===== config.mk =====
export PLATFORM = sky130hd
export DESIGN_NAME = pkt_filter_top
export DESIGN_NICKNAME = d
export VERILOG_FILES = /design/src/hdl/pkt_filter_pkg.sv /design/src/hdl/pkt_filter_top.sv /design/src/hdl/verdict_port.sv /design/src/hdl/filter_rules.sv /design/src/hdl/hdr_tracker.sv
export SDC_FILE = /design/constraint.sdc
export NUM_CORES = 1
export LEC_CHECK = 0
export ABC_AREA = 1
export BUFFER_PORTS_ARGS = -buffer_cell sky130_fd_sc_hd__buf_2
export CELL_PAD_IN_SITES_DETAIL_PLACEMENT = 1
export CELL_PAD_IN_SITES_GLOBAL_PLACEMENT = 1
export CORE_MARGIN = 8
export CORE_UTILIZATION = 32
export DETAILED_ROUTE_END_ITERATION = 6
export PLACE_DENSITY = 0.89
export SYNTH_ARGS = -nofsm -noshare
export SYNTH_HDL_FRONTEND = slang
export SYNTH_SLANG_ARGS = --single-unit
export TNS_END_PERCENT = 10

===== constraint.sdc =====
create_clock -name clk -period 7.2 [get_ports clk]
set_input_delay 0.72 -clock clk [delete_from_list [all_inputs] [get_ports clk]]
set_output_delay 0.72 -clock clk [all_outputs]
set_load 0.005 [all_outputs]

===== src/hdl/pkt_filter_pkg.sv =====
// Rx frame filter definitions

package pkt_filter_pkg;

    localparam int MAC_W  = 48;
    localparam int CFG_W  = 14;
    localparam int DISC_W = 9;

    // frame length needed to reach each address field
    localparam logic [15:0] MIN_LEN_A1 = 16'd14;
    localparam logic [15:0] MIN_LEN_A2 = 16'd20;
    localparam logic [15:0] MIN_LEN_A3 = 16'd26;

    localparam logic [MAC_W-1:0] BCAST_ALL_ONE  = {MAC_W{1'b1}};
    localparam logic [MAC_W-1:0] BCAST_ALL_ZERO = {MAC_W{1'b0}};

    // first octet sits in the low byte of the address
    localparam logic [23:0] MCAST_V4_PREFIX = 24'h5E0001; // 01:00:5e
    localparam logic [15:0] MCAST_V6_PREFIX = 16'h3333;   // 33:33

    localparam logic [1:0] FC_TYPE_MGMT = 2'd0;
    localparam logic [1:0] FC_TYPE_CTRL = 2'd1;

    localparam logic [3:0] SUB_PROBE_REQ  = 4'd4;
    localparam logic [3:0] SUB_PROBE_RESP = 4'd5;
    localparam logic [3:0] SUB_BEACON     = 4'd8;
    localparam logic [3:0] SUB_PSPOLL     = 4'd10;

    // low filter flag bits follow mac80211
    localparam int FIF_ALLMULTI            = 1;
    localparam int FIF_BCN_PRBRESP_PROMISC = 4;
    localparam int FIF_CONTROL             = 5;
    localparam int FIF_OTHER_BSS           = 6;
    localparam int FIF_PSPOLL              = 7;
    localparam int FIF_PROBE_REQ           = 8;
    localparam int UNICAST_FOR_US          = 9;
    localparam int BROADCAST_ALL_ONE       = 10;
    localparam int BROADCAST_ALL_ZERO      = 11;
    localparam int MY_BEACON               = 12;
    localparam int MONITOR_ALL             = 13;

    typedef struct packed {
        logic [1:0] ftype;
        logic [3:0] subtype;
        logic [1:0] tofrom_ds;
    } fc_t;

    // what the rules need to know about one frame
    typedef struct packed {
        fc_t              fc;
        logic [MAC_W-1:0] addr1;
        logic [MAC_W-1:0] bssid;
        logic             bssid_valid;
        logic             abnormal;   // header shorter than its addresses
    } hdr_summary_t;

    typedef struct packed {
        logic [CFG_W-1:0]  flags;
        logic [DISC_W-1:0] discard_mask;
        logic [MAC_W-1:0]  self_mac;
        logic [MAC_W-1:0]  self_bssid;
    } filter_cfg_t;

endpackage

===== src/hdl/pkt_filter_top.sv =====
// Rx frame filter top

`timescale 1ns/1ps

module pkt_filter_top (
    input  logic                              clk,
    input  logic                              rstn,
    input  pkt_filter_pkg::filter_cfg_t       cfg,
    input  logic                              ht_unsupport,
    input  pkt_filter_pkg::fc_t               fc,
    input  logic [15:0]                       signal_len,
    input  logic                              sig_valid,
    input  logic [pkt_filter_pkg::MAC_W-1:0]  addr1,
    input  logic                              addr1_valid,
    input  logic [pkt_filter_pkg::MAC_W-1:0]  addr2,
    input  logic                              addr2_valid,
    input  logic [pkt_filter_pkg::MAC_W-1:0]  addr3,
    input  logic                              addr3_valid,
    input  logic                              ack,
    output logic                              req,
    output logic                              block
);
    import pkt_filter_pkg::*;

    hdr_summary_t summary;
    logic         eval;
    logic         verdict_valid;
    logic         block_raw;
    logic         busy;

    hdr_tracker u_tracker (
        .clk          (clk),
        .rstn         (rstn),
        .busy         (busy),
        .ht_unsupport (ht_unsupport),
        .fc           (fc),
        .signal_len   (signal_len),
        .sig_valid    (sig_valid),
        .addr1        (addr1),
        .addr1_valid  (addr1_valid),
        .addr2        (addr2),
        .addr2_valid  (addr2_valid),
        .addr3        (addr3),
        .addr3_valid  (addr3_valid),
        .summary      (summary),
        .eval         (eval)
    );

    filter_rules u_rules (
        .clk           (clk),
        .rstn          (rstn),
        .eval          (eval),
        .summary       (summary),
        .cfg           (cfg),
        .verdict_valid (verdict_valid),
        .block         (block_raw)
    );

    verdict_port u_port (
        .clk           (clk),
        .rstn          (rstn),
        .verdict_valid (verdict_valid),
        .block_in      (block_raw),
        .ack           (ack),
        .req           (req),
        .block         (block),
        .busy          (busy)     // holds off the next frame
    );

endmodule


===== src/hdl/verdict_port.sv =====
// Verdict req/ack port

`timescale 1ns/1ps

module verdict_port (
    input  logic clk,
    input  logic rstn,
    input  logic verdict_valid,
    input  logic block_in,
    input  logic ack,
    output logic req,
    output logic block,
    output logic busy
);

    logic wait_low;  // req dropped, ack still high

    always_ff @(posedge clk)
    begin
        if (!rstn)
        begin
            req      <= 1'b0;
            wait_low <= 1'b0;
        end
        else if (req)
        begin
            if (ack)
            begin
                req      <= 1'b0;
                wait_low <= 1'b1;
            end
        end
        else if (wait_low)
        begin
            if (!ack)
                wait_low <= 1'b0;
        end
        else if (verdict_valid)
            req <= 1'b1;
    end

    // held stable for the whole handshake
    always_ff @(posedge clk)
    begin
        if (verdict_valid && !req && !wait_low)
            block <= block_in;
    end

    assign busy = verdict_valid || req || wait_low;

endmodule


===== src/hdl/filter_rules.sv =====
// Frame filter rule evaluation

`timescale 1ns/1ps

module filter_rules (
    input  logic                          clk,
    input  logic                          rstn,
    input  logic                          eval,
    input  pkt_filter_pkg::hdr_summary_t  summary,
    input  pkt_filter_pkg::filter_cfg_t   cfg,
    output logic                          verdict_valid,
    output logic                          block
);
    import pkt_filter_pkg::*;

    logic [CFG_W-1:0]  f;
    logic [CFG_W-1:0]  allow;
    logic [DISC_W-1:0] discard;
    logic              is_mcast;
    logic              is_beacon;
    logic              is_bcn_presp;
    logic              is_probe_req;
    logic              is_ctrl;
    logic              is_pspoll;
    logic              to_self;
    logic              foreign_bss;
    logic              own_bss;
    logic              block_nxt;

    assign f = cfg.flags;

    // frame classes
    assign is_mcast     = (summary.addr1[23:0] == MCAST_V4_PREFIX) ||
                          (summary.addr1[15:0] == MCAST_V6_PREFIX);
    assign is_beacon    = (summary.fc.ftype == FC_TYPE_MGMT) &&
                          (summary.fc.subtype == SUB_BEACON);
    assign is_bcn_presp = is_beacon || ((summary.fc.ftype == FC_TYPE_MGMT) &&
                          (summary.fc.subtype == SUB_PROBE_RESP));
    assign is_probe_req = (summary.fc.ftype == FC_TYPE_MGMT) &&
                          (summary.fc.subtype == SUB_PROBE_REQ);
    assign is_pspoll    = (summary.fc.ftype == FC_TYPE_CTRL) &&
                          (summary.fc.subtype == SUB_PSPOLL);
    assign is_ctrl      = (summary.fc.ftype == FC_TYPE_CTRL) && !is_pspoll; // ps-poll has its own flag
    assign to_self      = (summary.addr1 == cfg.self_mac);
    assign foreign_bss  = summary.bssid_valid && (summary.bssid != cfg.self_bssid);
    assign own_bss      = summary.bssid_valid && (summary.bssid == cfg.self_bssid);

    always_comb
    begin
        allow   = '0;
        discard = '0;
        if (summary.abnormal)
            discard = '1;
        else
        begin
            allow[FIF_ALLMULTI]            = f[FIF_ALLMULTI] && is_mcast;
            allow[FIF_BCN_PRBRESP_PROMISC] = f[FIF_BCN_PRBRESP_PROMISC] && is_bcn_presp;
            allow[FIF_CONTROL]             = f[FIF_CONTROL] && is_ctrl && to_self;
            allow[FIF_OTHER_BSS]           = f[FIF_OTHER_BSS] && foreign_bss;
            allow[FIF_PSPOLL]              = f[FIF_PSPOLL] && is_pspoll;
            allow[FIF_PROBE_REQ]           = f[FIF_PROBE_REQ] && is_probe_req;
            allow[UNICAST_FOR_US]          = f[UNICAST_FOR_US] && to_self;
            allow[BROADCAST_ALL_ONE]       = f[BROADCAST_ALL_ONE] &&
                                             (summary.addr1 == BCAST_ALL_ONE);
            allow[BROADCAST_ALL_ZERO]      = f[BROADCAST_ALL_ZERO] &&
                                             (summary.addr1 == BCAST_ALL_ZERO);
            allow[MY_BEACON]               = f[MY_BEACON] && is_beacon && own_bss;
            allow[MONITOR_ALL]             = f[MONITOR_ALL];

            // same classes with the flag cleared
            discard[FIF_ALLMULTI]            = !f[FIF_ALLMULTI] && is_mcast;
            discard[FIF_BCN_PRBRESP_PROMISC] = !f[FIF_BCN_PRBRESP_PROMISC] &&
                                               is_bcn_presp && foreign_bss;
            discard[FIF_CONTROL]             = !f[FIF_CONTROL] && is_ctrl;
            discard[FIF_OTHER_BSS]           = !f[FIF_OTHER_BSS] && foreign_bss;
            discard[FIF_PSPOLL]              = !f[FIF_PSPOLL] && is_pspoll;
            discard[FIF_PROBE_REQ]           = !f[FIF_PROBE_REQ] && is_probe_req;
        end
    end

    // monitor mode overrides every other rule
    assign block_nxt = !f[MONITOR_ALL] &&
                       (!(|allow) || (|(discard & cfg.discard_mask)));

    always_ff @(posedge clk)
    begin
        if (!rstn)
            verdict_valid <= 1'b0;
        else
            verdict_valid <= eval;
    end

    always_ff @(posedge clk)
    begin
        if (eval)
            block <= block_nxt;
    end

endmodule


===== src/hdl/hdr_tracker.sv =====
// Header field tracker

`timescale 1ns/1ps

module hdr_tracker (
    input  logic                                clk,
    input  logic                                rstn,
    input  logic                                busy,
    input  logic                                ht_unsupport,
    input  pkt_filter_pkg::fc_t                 fc,
    input  logic [15:0]                         signal_len,
    input  logic                                sig_valid,
    input  logic [pkt_filter_pkg::MAC_W-1:0]    addr1,
    input  logic                                addr1_valid,
    input  logic [pkt_filter_pkg::MAC_W-1:0]    addr2,
    input  logic                                addr2_valid,
    input  logic [pkt_filter_pkg::MAC_W-1:0]    addr3,
    input  logic                                addr3_valid,
    output pkt_filter_pkg::hdr_summary_t        summary,
    output logic                                eval
);
    import pkt_filter_pkg::*;

    typedef enum logic [2:0] {
        ST_IDLE,
        ST_WAIT_A1,
        ST_WAIT_A2,
        ST_WAIT_A3,
        ST_EVAL,
        ST_ABNORMAL
    } state_t;

    state_t           state;
    state_t           state_nxt;
    logic [15:0]      len_q;
    fc_t              fc_q;
    logic [MAC_W-1:0] addr1_q;
    logic [MAC_W-1:0] bssid_q;
    logic             bssid_valid_q;
    logic             abnormal_q;
    logic             start;
    logic             take_a1;
    logic             take_a2;
    logic             take_a3;
    logic             bssid_hit;
    logic [MAC_W-1:0] bssid_src;

    assign start   = (state == ST_IDLE) && sig_valid && !busy && !ht_unsupport;
    assign take_a1 = (state == ST_WAIT_A1) && addr1_valid;
    assign take_a2 = (state == ST_WAIT_A2) && addr2_valid;
    assign take_a3 = (state == ST_WAIT_A3) && addr3_valid;

    always_comb
    begin
        state_nxt = state;
        case (state)
            ST_IDLE:     if (start) state_nxt = (signal_len >= MIN_LEN_A1) ? ST_WAIT_A1 : ST_ABNORMAL;
            ST_WAIT_A1:
            begin
                if (take_a1)
                begin
                    if (len_q == MIN_LEN_A1)
                        state_nxt = ST_EVAL;
                    else if (len_q >= MIN_LEN_A2)
                        state_nxt = ST_WAIT_A2;
                    else
                        state_nxt = ST_ABNORMAL; // between 14 and 20
                end
            end
            ST_WAIT_A2:
            begin
                if (take_a2)
                begin
                    if (len_q == MIN_LEN_A2)
                        state_nxt = ST_EVAL;
                    else if (len_q >= MIN_LEN_A3)
                        state_nxt = ST_WAIT_A3;
                    else
                        state_nxt = ST_ABNORMAL; // between 20 and 26
                end
            end
            ST_WAIT_A3:  if (take_a3) state_nxt = ST_EVAL;
            ST_ABNORMAL: state_nxt = ST_EVAL;
            default:     state_nxt = ST_IDLE;  // ST_EVAL lasts one cycle
        endcase
    end

    // bssid source depends on the to/from-DS bits
    always_comb
    begin
        bssid_hit = 1'b0;
        bssid_src = addr3;
        if (take_a1 && fc.tofrom_ds == 2'b10)
        begin
            bssid_hit = 1'b1;
            bssid_src = addr1;
        end
        else if (take_a2 && fc_q.tofrom_ds == 2'b01)
        begin
            bssid_hit = 1'b1;
            bssid_src = addr2;
        end
        else if (take_a3 && fc_q.tofrom_ds == 2'b00)
            bssid_hit = 1'b1;
    end

    always_ff @(posedge clk)
    begin
        if (!rstn)
        begin
            state         <= ST_IDLE;
            bssid_valid_q <= 1'b0;
            abnormal_q    <= 1'b0;
        end
        else
        begin
            state <= state_nxt;
            if (start)
                bssid_valid_q <= 1'b0;  // never carry a stale bssid over
            else if (bssid_hit)
                bssid_valid_q <= 1'b1;
            if (state_nxt == ST_ABNORMAL)
                abnormal_q <= 1'b1;
            else if (start)
                abnormal_q <= 1'b0;
        end
    end

    always_ff @(posedge clk)
    begin
        if (start)
            len_q <= signal_len;
        if (take_a1)
        begin
            fc_q    <= fc;
            addr1_q <= addr1;
        end
        if (bssid_hit)
            bssid_q <= bssid_src;
    end

    assign summary = '{fc: fc_q, addr1: addr1_q, bssid: bssid_q,
                       bssid_valid: bssid_valid_q, abnormal: abnormal_q};
    assign eval    = (state == ST_EVAL);

endmodule


==> results.rst, run 1 <==
.. list-table::
   :header-rows: 1

   * - Metric
     - Value
   * - Post-route ant nets
     - 0
   * - Flip-flop and latch count after synthesis
     - 130
   * - Number of global-route vias before repair
     - 8,109
   * - Biggest area contributors in the synthesized netlist
     - edfxtp_1 48%, nand2_1 16%, nor2_1 8.1%, xnor2_1 6.6%, inv_1 5.1%
   * - Area Growth Syn to Fin
     - 31.41%
   * - Drt pass-1 iters
     - 4
   * - Area share of fa/ha/maj cells after synthesis
     - 0%
   * - Post-route fraction of the period consumed by the critical path
     - 40.30%
   * - Slew Viols, Final
     - 0
   * - # rows
     - 56
   * - Final Routed Wirelength
     - 28,220 µm
   * - Nature of the critical path startpoint
     - flip-flop
   * - Clock latency on the worst-skew pair
     - 0.42 ns
   * - Maximum fanout encountered on the critical timing path
     - 49
   * - Clock input transition at the sequential cells of the worst setup and hold paths
     - 0.07 ns
   * - Seq/Total Area, Yosys
     - 50.30%
   * - All-layer global routing usage
     - 19.23%
   * - Simple-gate share of the synthesized area
     - 28.99%
   * - Most frequent cells after synthesis
     - 327 x nand2_1, 164 x nor2_1, 122 x edfxtp_1
   * - Leakage dissipation
     - 4.559 nW
   * - Setup repair after global routing missed its margin
     - no
   * - Multiplexer share of the synthesized area
     - 0%
   * - CTS tree
     - built
   * - Syn. warnings
     - 0
   * - Biggest area consumer among synthesized cells
     - edfxtp_1
   * - Xor-xnor portion of the synthesized cell area
     - 7.490%
   * - Startpoint of the worst hold path
     - u_rules.block
   * - Final hold slack
     - 0.4452 ns
   * - Average footprint of a synthesized cell
     - 8.035 µm²
   * - Final net count
     - 1,534
   * - Routed length per instance
     - 17.86 µm
   * - Commonest register cell after synthesis
     - edfxtp_1
   * - CTS sink count
     - 130
   * - Post-route DRC
     - 0
   * - Hold bufs inserted after CTS
     - 0
   * - Start-to-end type of the worst setup path
     - reg -> reg
   * - Dominant combinational cell family by area after synthesis
     - simple AND/OR/NAND/NOR gates
   * - Crit. End Element
     - flip-flop
   * - Routed via count
     - 7,348
   * - Core area
     - 0.02340 mm²
   * - Syn Nets
     - 1,241
   * - Post-CTS Repair Setup Buffers
     - 0
   * - Global-route wire length before repair
     - 42,570 µm
   * - Maximum buffer depth of the clock tree
     - 2
   * - Synth async-reset ratio
     - 0%
   * - Setup violation total in the final timing report
     - 0
   * - Root buf cell
     - clkbuf_16
   * - Largest net degree at the start of global routing
     - 59
   * - Mean number of vias per cell
     - 4.651
   * - Top-level port count
     - 297
   * - Synth Instances
     - 946
   * - Pwr dens
     - 194.0 mW/mm²
   * - Overall die width
     - 170.1 µm
   * - Area fraction in compound gates after synthesis
     - 6.337%
   * - Run status
     - completed
   * - Grt total ovfl
     - 0
   * - Area of the mapped netlist
     - 0.007601 mm²
   * - Worst slew margin relative to its limit
     - 34.24%
   * - Required arrival time at the worst endpoint
     - 7.25 ns
   * - Number of maximum-capacitance violations
     - 0
   * - Initial antenna violation count
     - 7
   * - Setup TNS
     - 0 ns
   * - F_max
     - 0.3446 GHz
   * - Fraction of layout instances using a drive strength above 1
     - 27.96%
   * - Minimum setup slack among reg-to-reg paths
     - 4.30 ns
   * - Area share of the largest cell type after synthesis
     - 48.20%
   * - Routability congestion estimate
     - 0.8383
   * - Worst IR drop on VDD
     - 0.1233 mV
   * - Fin crit period
     - 2.902 ns
   * - Critical register-to-register path startpoint
     - u_tracker.state[0]
   * - Layout filler cell count
     - 3,013
   * - Full die area
     - 0.02894 mm²
   * - Cell with the most instances after synthesis
     - nand2_1
   * - Critical path startpoint
     - u_tracker.state[0]
   * - Final Hold Viols
     - 0
   * - Transition at the pin with the smallest max-transition slack
     - 0.9850 ns
   * - Hold WC Path Type
     - reg -> reg
   * - Post-CTS Resized
     - 0
   * - Number of synthesized flops with an enable pin
     - 122
   * - Initial DRC count
     - 325
   * - Inserted Clock Buffers
     - 17
   * - Count of port buffers added during placement
     - 290
   * - Worst Skew
     - 0.01172 ns
   * - Post-synthesis cell type count
     - 32
   * - DP HPWL
     - 23,130 µm
   * - Total power of the final layout
     - 1.938 mW
   * - Starting density of the core
     - 32.48%
   * - CTS HTree Levels
     - 4
   * - Worst endpoint data arrival time
     - 2.95 ns
   * - DIE HEIGHT
     - 170.1 µm
==> state kept, by name (all words and copies together), names as in the netlist, 3 cells and up <==
register and count:
u_tracker.state 3, u_tracker.len_q 16, u_tracker.bssid_q 48, u_tracker.addr1_q 48, u_tracker.summary 8
==> critical path, stage by stage, from the launching register on <==
cell and delay [ns]:
dfxtp_1 0.43, inv_2 0.05, or2_1 0.23, nor2_2 0.11, nand2_1 0.11, inv_2 0.07, nand2_1 0.06, nor2_2 0.09
clkinv_2 0.45, o311ai_2 0.22, buf_4 0.61
==> through the flow <==
step                      setup WS, ns  cell area (µm²)  utilization, %  std cells
after floorplan                 0.1350             7601               -        946
final                            4.298             9988           42.68       1580
after CTS                        4.292             9966           42.58       1571
after global placement           4.385             9379           40.08       1539
after detailed placement         4.313             9379           40.08       1539
after global routing             4.060             9983           42.66       1578
==> kinds of logic (layout without fill, tap and decap cells) <==
family / after synthesis / count (layout)
other: 0 / 9
AND/OR/NAND/NOR: 554 / 554
XOR/XNOR: 65 / 65
buffers and inverters: 128 / 434
AO/OA/AOI/OAI: 69 / 69
flip-flops: 130 / 130
==> worst paths after layout <==
kind                            cells after the start                    end
worst max-delay path                               10  u_tracker.bssid_q[13]
worst min-delay path                                0           u_port.block
worst max register to register                     10  u_tracker.bssid_q[13]
worst min register to register                      0           u_port.block
==> placed cells by master, fill, tap and decap left out, types with 3 or more instances in the layout <==
cell | synthesis | layout
diode_2 | 0 | 9
nand2_1 | 327 | 327
nor3_1 | 13 | 13
inv_1 | 104 | 104
a31oi_2 | 10 | 10
nand4_1 | 12 | 12
a31oi_1 | 38 | 38
xor2_1 | 8 | 8
inv_8 | 0 | 6
xnor2_1 | 57 | 57
o21ai_0 | 10 | 10
a21oi_1 | 6 | 6
clkinv_4 | 0 | 3
edfxtp_1 | 122 | 122
nand3_1 | 21 | 21
nand3b_1 | 3 | 3
inv_2 | 4 | 3
buf_4 | 0 | 4
or2_2 | 5 | 5
clkbuf_16 | 0 | 17
inv_6 | 0 | 4
dfxtp_1 | 8 | 8
buf_2 | 4 | 290
nor2_1 | 164 | 164
==> power breakdown <==
part	internal (mW)	switching, mW	total (mW)
combinational	0.104	0.109	0.213
sequential	0.850	0.0138	0.864
clock	0.466	0.395	0.861
total	1.42	0.518	1.94
==> routing by layer <==
layer / vias to the layer above / global-route usage, % / wire [µm]
li1: 3644 / - / -
met1: 3455 / 21.46 / 11330
met2: 210 / 34.54 / 14630
met3: 37 / 4.588 / 1584
met4: 2 / 8.009 / 667
met5: - / 0 / 8
==> layout make-up <==
type                            instances  area [µm²]  area share (%)
Clock buffer                           17       425.4           4.259
Clock inverter                         15       161.4           1.616
Inverter                              108       406.6           4.071
Antenna cell                            9       22.52          0.2255
Tap cell                              319       399.1           3.996
Multi-Input combinational cell        688        3268           32.72
Timing Repair Buffer                  294        1481           14.83
Sequential cell                       130        3824           38.28
Power figures use the tool's default switching activity.
==> run 2, diff against run 1 <==
--- a/config.mk
+++ b/config.mk
@@ -5,14 +5,14 @@
 export SDC_FILE = /design/constraint.sdc
 export NUM_CORES = 1
 export LEC_CHECK = 0
-export ABC_AREA = 1
+export ABC_AREA = 0
 export BUFFER_PORTS_ARGS = -buffer_cell sky130_fd_sc_hd__buf_2
 export CELL_PAD_IN_SITES_DETAIL_PLACEMENT = 1
 export CELL_PAD_IN_SITES_GLOBAL_PLACEMENT = 1
 export CORE_MARGIN = 8
-export CORE_UTILIZATION = 32
+export CORE_UTILIZATION = 36
 export DETAILED_ROUTE_END_ITERATION = 6
-export PLACE_DENSITY = 0.89
+export PLACE_DENSITY = 0.91
 export SYNTH_ARGS = -nofsm -noshare
 export SYNTH_HDL_FRONTEND = slang
 export SYNTH_SLANG_ARGS = --single-unit
==> constraint.sdc (replaced) <==
create_clock -name clk -period 2.9 [get_ports clk]
set_input_delay 0.29 -clock clk [delete_from_list [all_inputs] [get_ports clk]]
set_output_delay 0.29 -clock clk [all_outputs]
set_load 0.005 [all_outputs]
==> run 2 against run 1 <==
Setup slack worse by 3.9 ns. Sequential power rose to 2.5 times the previous value. First-iteration DRC count down 1.2%. Die area down 20%. Non-clock buffer count up 2. Global-route usage up 3.4 points. Routed wire length down 4.8%. Register-to-register slack worse by 3.9 ns. Clock power up 150%. Total power up 150%. Combinational power up 130%. Critical path depth down 4. Critical endpoint is now u_rules.block. Largest power group unchanged.
==> results.rst, run 2 <==
.. list-table::
   :header-rows: 1

   * - Metric
     - Value
   * - Cells along the critical path
     - xnor2_1 > nand4_1 > nor4_1 > nand3_1 > mux2i_1 > o32ai_1
   * - Global-route wire length before repair
     - 39,250 µm
   * - Worst Skew
     - 0.006969 ns
   * - Root buf cell
     - clkbuf_16
   * - DIE HEIGHT
     - 152.5 µm
   * - Post-CTS Resized
     - 0
   * - Simple-gate share of the synthesized area
     - 15.04%
   * - Final Routed Wirelength
     - 26,870 µm
   * - Area Growth Syn to Fin
     - 35.14%
   * - Worst reg-to-reg path cell count
     - 6
   * - Worst endpoint data arrival time
     - 2.69 ns
   * - Clock input transition at the sequential cells of the worst setup and hold paths
     - 0.06 ns
   * - Most frequent cells after synthesis
     - 122 x edfxtp_1, 80 x xnor2_1, 56 x nor2_1
   * - Startpoint of the worst hold path
     - fc[2]
   * - CTS tree
     - built
   * - Post-route fraction of the period consumed by the critical path
     - 86.35%
   * - Critical R2R Capture
     - u_rules.block
   * - Routed via count
     - 5,772
   * - Required arrival time at the worst endpoint
     - 3.09 ns
   * - Area share of the largest cell type after synthesis
     - 54.65%
   * - Layout filler cell count
     - 2,090
   * - Minimum setup slack among reg-to-reg paths
     - 0.40 ns
   * - Terminating pin of the worst hold path
     - u_tracker.summary[100]
   * - Top-level port count
     - 297
   * - Starting density of the core
     - 36.20%
   * - CTS sink count
     - 130
   * - Dominant combinational cell family by area after synthesis
     - simple AND/OR/NAND/NOR gates
   * - Highest cell delay on the worst timing path
     - 0.50 ns
   * - Overall die width
     - 152.5 µm
   * - Core area
     - 0.01852 mm²
   * - Area fraction in compound gates after synthesis
     - 6.215%
   * - Crit. End Element
     - flip-flop
   * - Grt total ovfl
     - 0
   * - Routed length per instance
     - 24.56 µm
   * - Fraction of layout instances using a drive strength above 1
     - 38.80%
   * - Biggest area consumer among synthesized cells
     - edfxtp_1
   * - Maximum buffer depth of the clock tree
     - 2
   * - Leakage dissipation
     - 3.407 nW
   * - Count of port buffers added during placement
     - 290
   * - Routability congestion estimate
     - 0.8478
   * - Post-route ant nets
     - 0
   * - Initial antenna violation count
     - 9
   * - Number of synthesized flops with an enable pin
     - 122
   * - Hold WC Path Type
     - in -> reg
   * - Critical path startpoint
     - u_tracker.bssid_q[37]
   * - # rows
     - 50
   * - All-layer global routing usage
     - 22.60%
   * - Flip-flop and latch count after synthesis
     - 130
   * - Start-to-end type of the worst setup path
     - reg -> reg
   * - Post-synthesis cell type count
     - 53
   * - Post-route DRC
     - 0
   * - CP Buf/Inv Count
     - 0
   * - Biggest area contributors in the synthesized netlist
     - edfxtp_1 55%, xnor2_1 10%, mux2i_1 7.6%, a21oi_1 3.7%, nand4_1 3.2%
   * - Syn. warnings
     - 0
   * - Synth Instances
     - 541
   * - Final Hold Viols
     - 0
   * - Number of maximum-capacitance violations
     - 0
   * - Fin crit period
     - 2.504 ns
   * - Area of the mapped netlist
     - 0.006704 mm²
   * - Initial DRC count
     - 321
   * - Mean number of vias per cell
     - 5.276
   * - Cell count of the worst hold path
     - 1
   * - Area share of fa/ha/maj cells after synthesis
     - 0%
   * - Multi-input combinational cell area
     - 0.002790 mm²
   * - Seq/Total Area, Yosys
     - 57.04%
   * - Commonest register cell after synthesis
     - edfxtp_1
   * - Setup violation total in the final timing report
     - 0
   * - Xor-xnor portion of the synthesized cell area
     - 12.54%
   * - Nature of the critical path startpoint
     - flip-flop
   * - Slew Viols, Final
     - 0
   * - Inserted Clock Buffers
     - 17
   * - Number of global-route vias before repair
     - 6,572
   * - Drt pass-1 iters
     - 4
   * - Transition at the pin with the smallest max-transition slack
     - 0.7910 ns
   * - Cell with the largest stage delay on the worst path
     - nor4_1
   * - DP HPWL
     - 21,920 µm
   * - Critical register-to-register path startpoint
     - u_tracker.bssid_q[37]
   * - Most common cell after layout, fill and taps aside
     - buf_2
   * - Setup TNS
     - 0 ns
   * - Cell area after placement
     - 0.008464 mm²
   * - Full die area
     - 0.02324 mm²
   * - Leading cell types in the layout, fill and taps excluded
     - 290 x buf_2, 122 x edfxtp_1, 80 x xnor2_1, 56 x nor2_1, 51 x mux2i_1
   * - Run status
     - completed
   * - Multiplexer share of the synthesized area
     - 7.615%
   * - Final instance area
     - 0.009060 mm²
   * - Clock latency on the worst-skew pair
     - 0.41 ns
   * - Worst slew margin relative to its limit
     - 47.27%
   * - CTS HTree Levels
     - 4
   * - Worst IR drop on VDD
     - 0.3887 mV
   * - Maximum fanout encountered on the critical timing path
     - 2
   * - Largest net degree at the start of global routing
     - 97
   * - Final net count
     - 1,135
   * - Dominant delay contributor by cell family on the critical path
     - simple AND/OR/NAND/NOR gates
   * - F_max
     - 0.3993 GHz
   * - Setup repair after global routing missed its margin
     - no
   * - Pwr dens
     - 527.1 mW/mm²
   * - Cell with the most instances after synthesis
     - edfxtp_1
   * - Leading registers by flop count
     - u_tracker.addr1_q x48, u_tracker.bssid_q x48, u_tracker.len_q x16
   * - FF/Latch Area
     - 0.003824 mm²
   * - Synth async-reset ratio
     - 0%
   * - Post-CTS Repair Setup Buffers
     - 0
   * - Hold bufs inserted after CTS
     - 0
   * - Average footprint of a synthesized cell
     - 12.39 µm²
   * - Syn Nets
     - 836
==> run 2: cell count changes after synthesis, moves of 13 or more <==
cell,change
mux2i_1,+51
nand2_1,-318
xnor2_1,+23
a31oi_1,-36
nor4_1,+22
nor2_1,-108
nand4_1,+22
a21oi_1,+43
inv_1,-101
nand3_1,-13
==> run 2: power breakdown <==
group	total, mW	leakage [nW]	switching [mW]	internal [mW]
registers	2.16	1.17	0.0449	2.12
clock network	2.12	0.278	0.780	1.34
logic	0.490	1.96	0.239	0.251
total	4.78	3.41	1.06	3.71
==> run 2: worst max path at each step <==
| stage | end | slack, ns | cells past startpoint |
|---|---|---|---|
| floorplan | u_tracker.bssid_q[0] | 0.17 | 4 |
| global placement | u_rules.block | 0.41 | 7 |
| detailed placement | u_rules.block | 0.40 | 7 |
| CTS | u_rules.block | 0.41 | 6 |
| global route | u_rules.block | 0.25 | 6 |
| finish | u_rules.block | 0.40 | 6 |
==> run 2: cell families after synthesis <==
kind of cell,count (synthesis)
mux,51
simple gates,174
xor+xnor,96
buf+inv,19
flops,130
compound gates,71
==> run 2: layer usage <==
metal	track usage [%]	vias up	part of all wire, %
met1	25.65	2811	40
met3	5.786	41	6.1
li1	-	2672	-
met5	0	-	0.086
met4	8.530	4	2.5
met2	40.22	244	51
==> run 2: layout make-up <==
class / instances / share of cell area (%)
tap: 234 / 3.232
clock buffer: 21 / 4.861
sequential: 130 / 42.20
timing repair buffer: 296 / 17.07
multi-input combinational: 392 / 30.80
clock inverter: 11 / 1.519
antenna: 7 / 0.1933
inverter: 3 / 0.1243
==> run 2: worst reg2reg max path, stage by stage, from the launching register on <==
cell	delay, ns
edfxtp_1	0.41
xnor2_1	0.31
nand4_1	0.18
nor4_1	0.50
nand3_1	0.32
mux2i_1	0.19
o32ai_1	0.38
==> run 2: per-stage QoR <==
stage | setup WS, ns | hold slack, ns | power (mW) | utilization [%] | cells
after floorplan | 0.1699 | 0.3889 | 2.370 | - | 541
after global placement | 0.4086 | 0.4037 | 2.662 | 45.71 | 1055
after detailed placement | 0.4045 | 0.4068 | 2.687 | 45.71 | 1055
after CTS | 0.4149 | 0.03976 | 4.807 | 48.83 | 1087
after global routing | 0.2517 | 0.04101 | 4.912 | 48.93 | 1094
final | 0.3957 | 0.05656 | 4.776 | 48.93 | 1094
==> run 3, diff against run 2 <==
--- a/config.mk
+++ b/config.mk
@@ -10,9 +10,10 @@
 export CELL_PAD_IN_SITES_DETAIL_PLACEMENT = 1
 export CELL_PAD_IN_SITES_GLOBAL_PLACEMENT = 1
 export CORE_MARGIN = 8
-export CORE_UTILIZATION = 36
+export CORE_UTILIZATION = 37
+export CTS_BUF_LIST = sky130_fd_sc_hd__clkbuf_2
 export DETAILED_ROUTE_END_ITERATION = 6
-export PLACE_DENSITY = 0.91
+export PLACE_DENSITY = 0.93
 export SYNTH_ARGS = -nofsm -noshare
 export SYNTH_HDL_FRONTEND = slang
 export SYNTH_SLANG_ARGS = --single-unit
==> run 3 against run 2 <==
Clock power is 48% lower. Total power is 17% lower. Non-clock buffer count is 141 higher. Die area is 2.4% lower. Sequential cell count stayed put. Routed wire length is 27% higher. Sequential power hardly changed. Core utilization is 7.5 points higher. Critical path type unchanged. Largest power group unchanged.
==> results.rst, run 3 (synthesis results as in run 2) <==
.. list-table::
   :header-rows: 1

   * - Metric
     - Value
   * - Run status
     - completed
   * - Number of global-route vias before repair
     - 7,795
   * - Hold WC Path Type
     - in -> reg
   * - Routed length per instance
     - 27.49 µm
   * - Fraction of layout instances using a drive strength above 1
     - 33.90%
   * - Transition at the pin with the smallest max-transition slack
     - 0.7702 ns
   * - Cell count of the worst hold path
     - 3
   * - Highest cell delay on the worst timing path
     - 0.62 ns
   * - Final Hold Viols
     - 0
   * - Routed via count
     - 6,932
   * - Global-route wire length before repair
     - 47,950 µm
   * - Post-route ant nets
     - 0
   * - Area Growth Syn to Fin
     - 50.75%
   * - Post-route DRC
     - 0
   * - Setup repair after global routing missed its margin
     - no
   * - Crit. End Element
     - flip-flop
   * - Cells along the critical path
     - nand2b_1 > nor4_4 > buf_12 > mux2i_1 > dlygate4sd3_1 > a21oi_1
   * - Starting density of the core
     - 37.45%
   * - Overall die width
     - 150.6 µm
   * - Clock latency on the worst-skew pair
     - 0.72 ns
   * - # rows
     - 49
   * - Initial DRC count
     - 450
   * - Leakage dissipation
     - 3.850 nW
   * - Maximum buffer depth of the clock tree
     - 2
   * - Post-route fraction of the period consumed by the critical path
     - 96.94%
   * - CTS sink count
     - 130
   * - Root buf cell
     - clkbuf_2
   * - Largest net degree at the start of global routing
     - 59
   * - Initial antenna violation count
     - 14
   * - Worst endpoint data arrival time
     - 3.27 ns
   * - Final net count
     - 1,276
   * - Final hold slack
     - 0.05625 ns
   * - Required arrival time at the worst endpoint
     - 3.36 ns
   * - CTS HTree Levels
     - 4
   * - Core area
     - 0.01790 mm²
   * - Setup TNS
     - 0 ns
   * - CTS tree
     - built
   * - Most common cell after layout, fill and taps aside
     - buf_2
   * - Fin crit period
     - 2.811 ns
   * - Nature of the critical path startpoint
     - flip-flop
   * - Leading cell types in the layout, fill and taps excluded
     - 290 x buf_2, 139 x dlygate4sd3_1, 122 x edfxtp_1, 80 x xnor2_1, 56 x nor2_1
   * - Setup violation total in the final timing report
     - 0
   * - Final Routed Wirelength
     - 34,180 µm
   * - Grt total ovfl
     - 0
   * - Inserted Clock Buffers
     - 17
   * - Maximum fanout encountered on the critical timing path
     - 40
   * - Drt pass-1 iters
     - 5
   * - Count of port buffers added during placement
     - 290
   * - Start-to-end type of the worst setup path
     - reg -> reg
   * - DIE HEIGHT
     - 150.6 µm
   * - Full die area
     - 0.02268 mm²
   * - Number of maximum-capacitance violations
     - 0
   * - Worst slew margin relative to its limit
     - 48.65%
   * - Worst reg-to-reg path cell count
     - 6
   * - All-layer global routing usage
     - 29.20%
   * - Post-CTS Resized
     - 0
   * - Routability congestion estimate
     - 0.8781
   * - Slew Viols, Final
     - 0
   * - Clock input transition at the sequential cells of the worst setup and hold paths
     - 0.21 ns
   * - Worst Skew
     - 0.05829 ns
   * - Pwr dens
     - 392.5 mW/mm²
   * - DP HPWL
     - 22,580 µm
   * - Mean number of vias per cell
     - 5.577
   * - Leading registers by flop count
     - u_tracker.addr1_q x48, u_tracker.bssid_q x48, u_tracker.len_q x16
   * - Top-level port count
     - 297
   * - F_max
     - 0.3557 GHz
   * - Cell with the largest stage delay on the worst path
     - dlygate4sd3_1
   * - Worst IR drop on VDD
     - 0.1944 mV
==> run 3: where the power goes <==
group	leakage [nW]	internal, mW	total, mW	switching, mW
logic	2.54	0.376	0.691	0.315
clock network	0.137	0.392	1.11	0.722
registers	1.17	2.11	2.16	0.0480
==> run 3: routing by layer <==
layer / GRT usage [%] / up-vias / part of all wire (%)
li1: - / 2972 / -
met1: 30.58 / 3388 / 35
met2: 50.43 / 429 / 51
met3: 8.055 / 139 / 8.1
met4: 19.89 / 4 / 6.0
met5: 0 / - / 0.073
==> run 3: metrics by stage <==
step | utilization, % | cells | instance area (µm²) | total power, mW | setup slack (ns)
after floorplan | - | 541 | 6718 | 2.370 | 0.1699
after global placement | 47.19 | 1052 | 8448 | 2.666 | 0.5873
after detailed placement | 47.19 | 1052 | 8448 | 2.693 | 0.6346
after CTS | 55.95 | 1219 | 10020 | 3.889 | 0.2474
after global routing | 56.37 | 1237 | 10090 | 4.094 | 0.002983
final | 56.45 | 1243 | 10110 | 3.967 | 0.08876
==> run 3: area by class of cell <==
class	instances	area, µm²
clock buffer	20	100.1
fill	1998	7796
inverter	3	11.26
sequential	130	3824
tap	229	286.5
timing repair buffer	437	2928
antenna	20	50.05
multi-input combinational	392	2790
clock inverter	12	116.4
==> run 3: critical path, delay by kind of cell (launching register included) <==
| family | cells | cell delay [ns] |
|---|---|---|
| buf+inv | 2 | 0.93 |
| simple gates | 2 | 0.66 |
| flops | 1 | 0.50 |
| mux | 1 | 0.32 |
| compound gates | 1 | 0.08 |
==> run 3: what timing repair did <==
item,4_1_cts,5_1_grt
hold buffers,135,4
setup buffers,0,0
hold endpoints to repair,127,3
==> run 3: final timing paths <==
path	start	slack (ns)	to
worst max-delay path	u_tracker.state[1]	0.09	u_tracker.bssid_q[38]
worst min-delay path	addr2[5]	0.06	u_tracker.bssid_q[5]
worst max register to register	u_tracker.state[1]	0.09	u_tracker.bssid_q[38]
worst min register to register	u_tracker.abnormal_q	0.50	u_tracker.abnormal_q
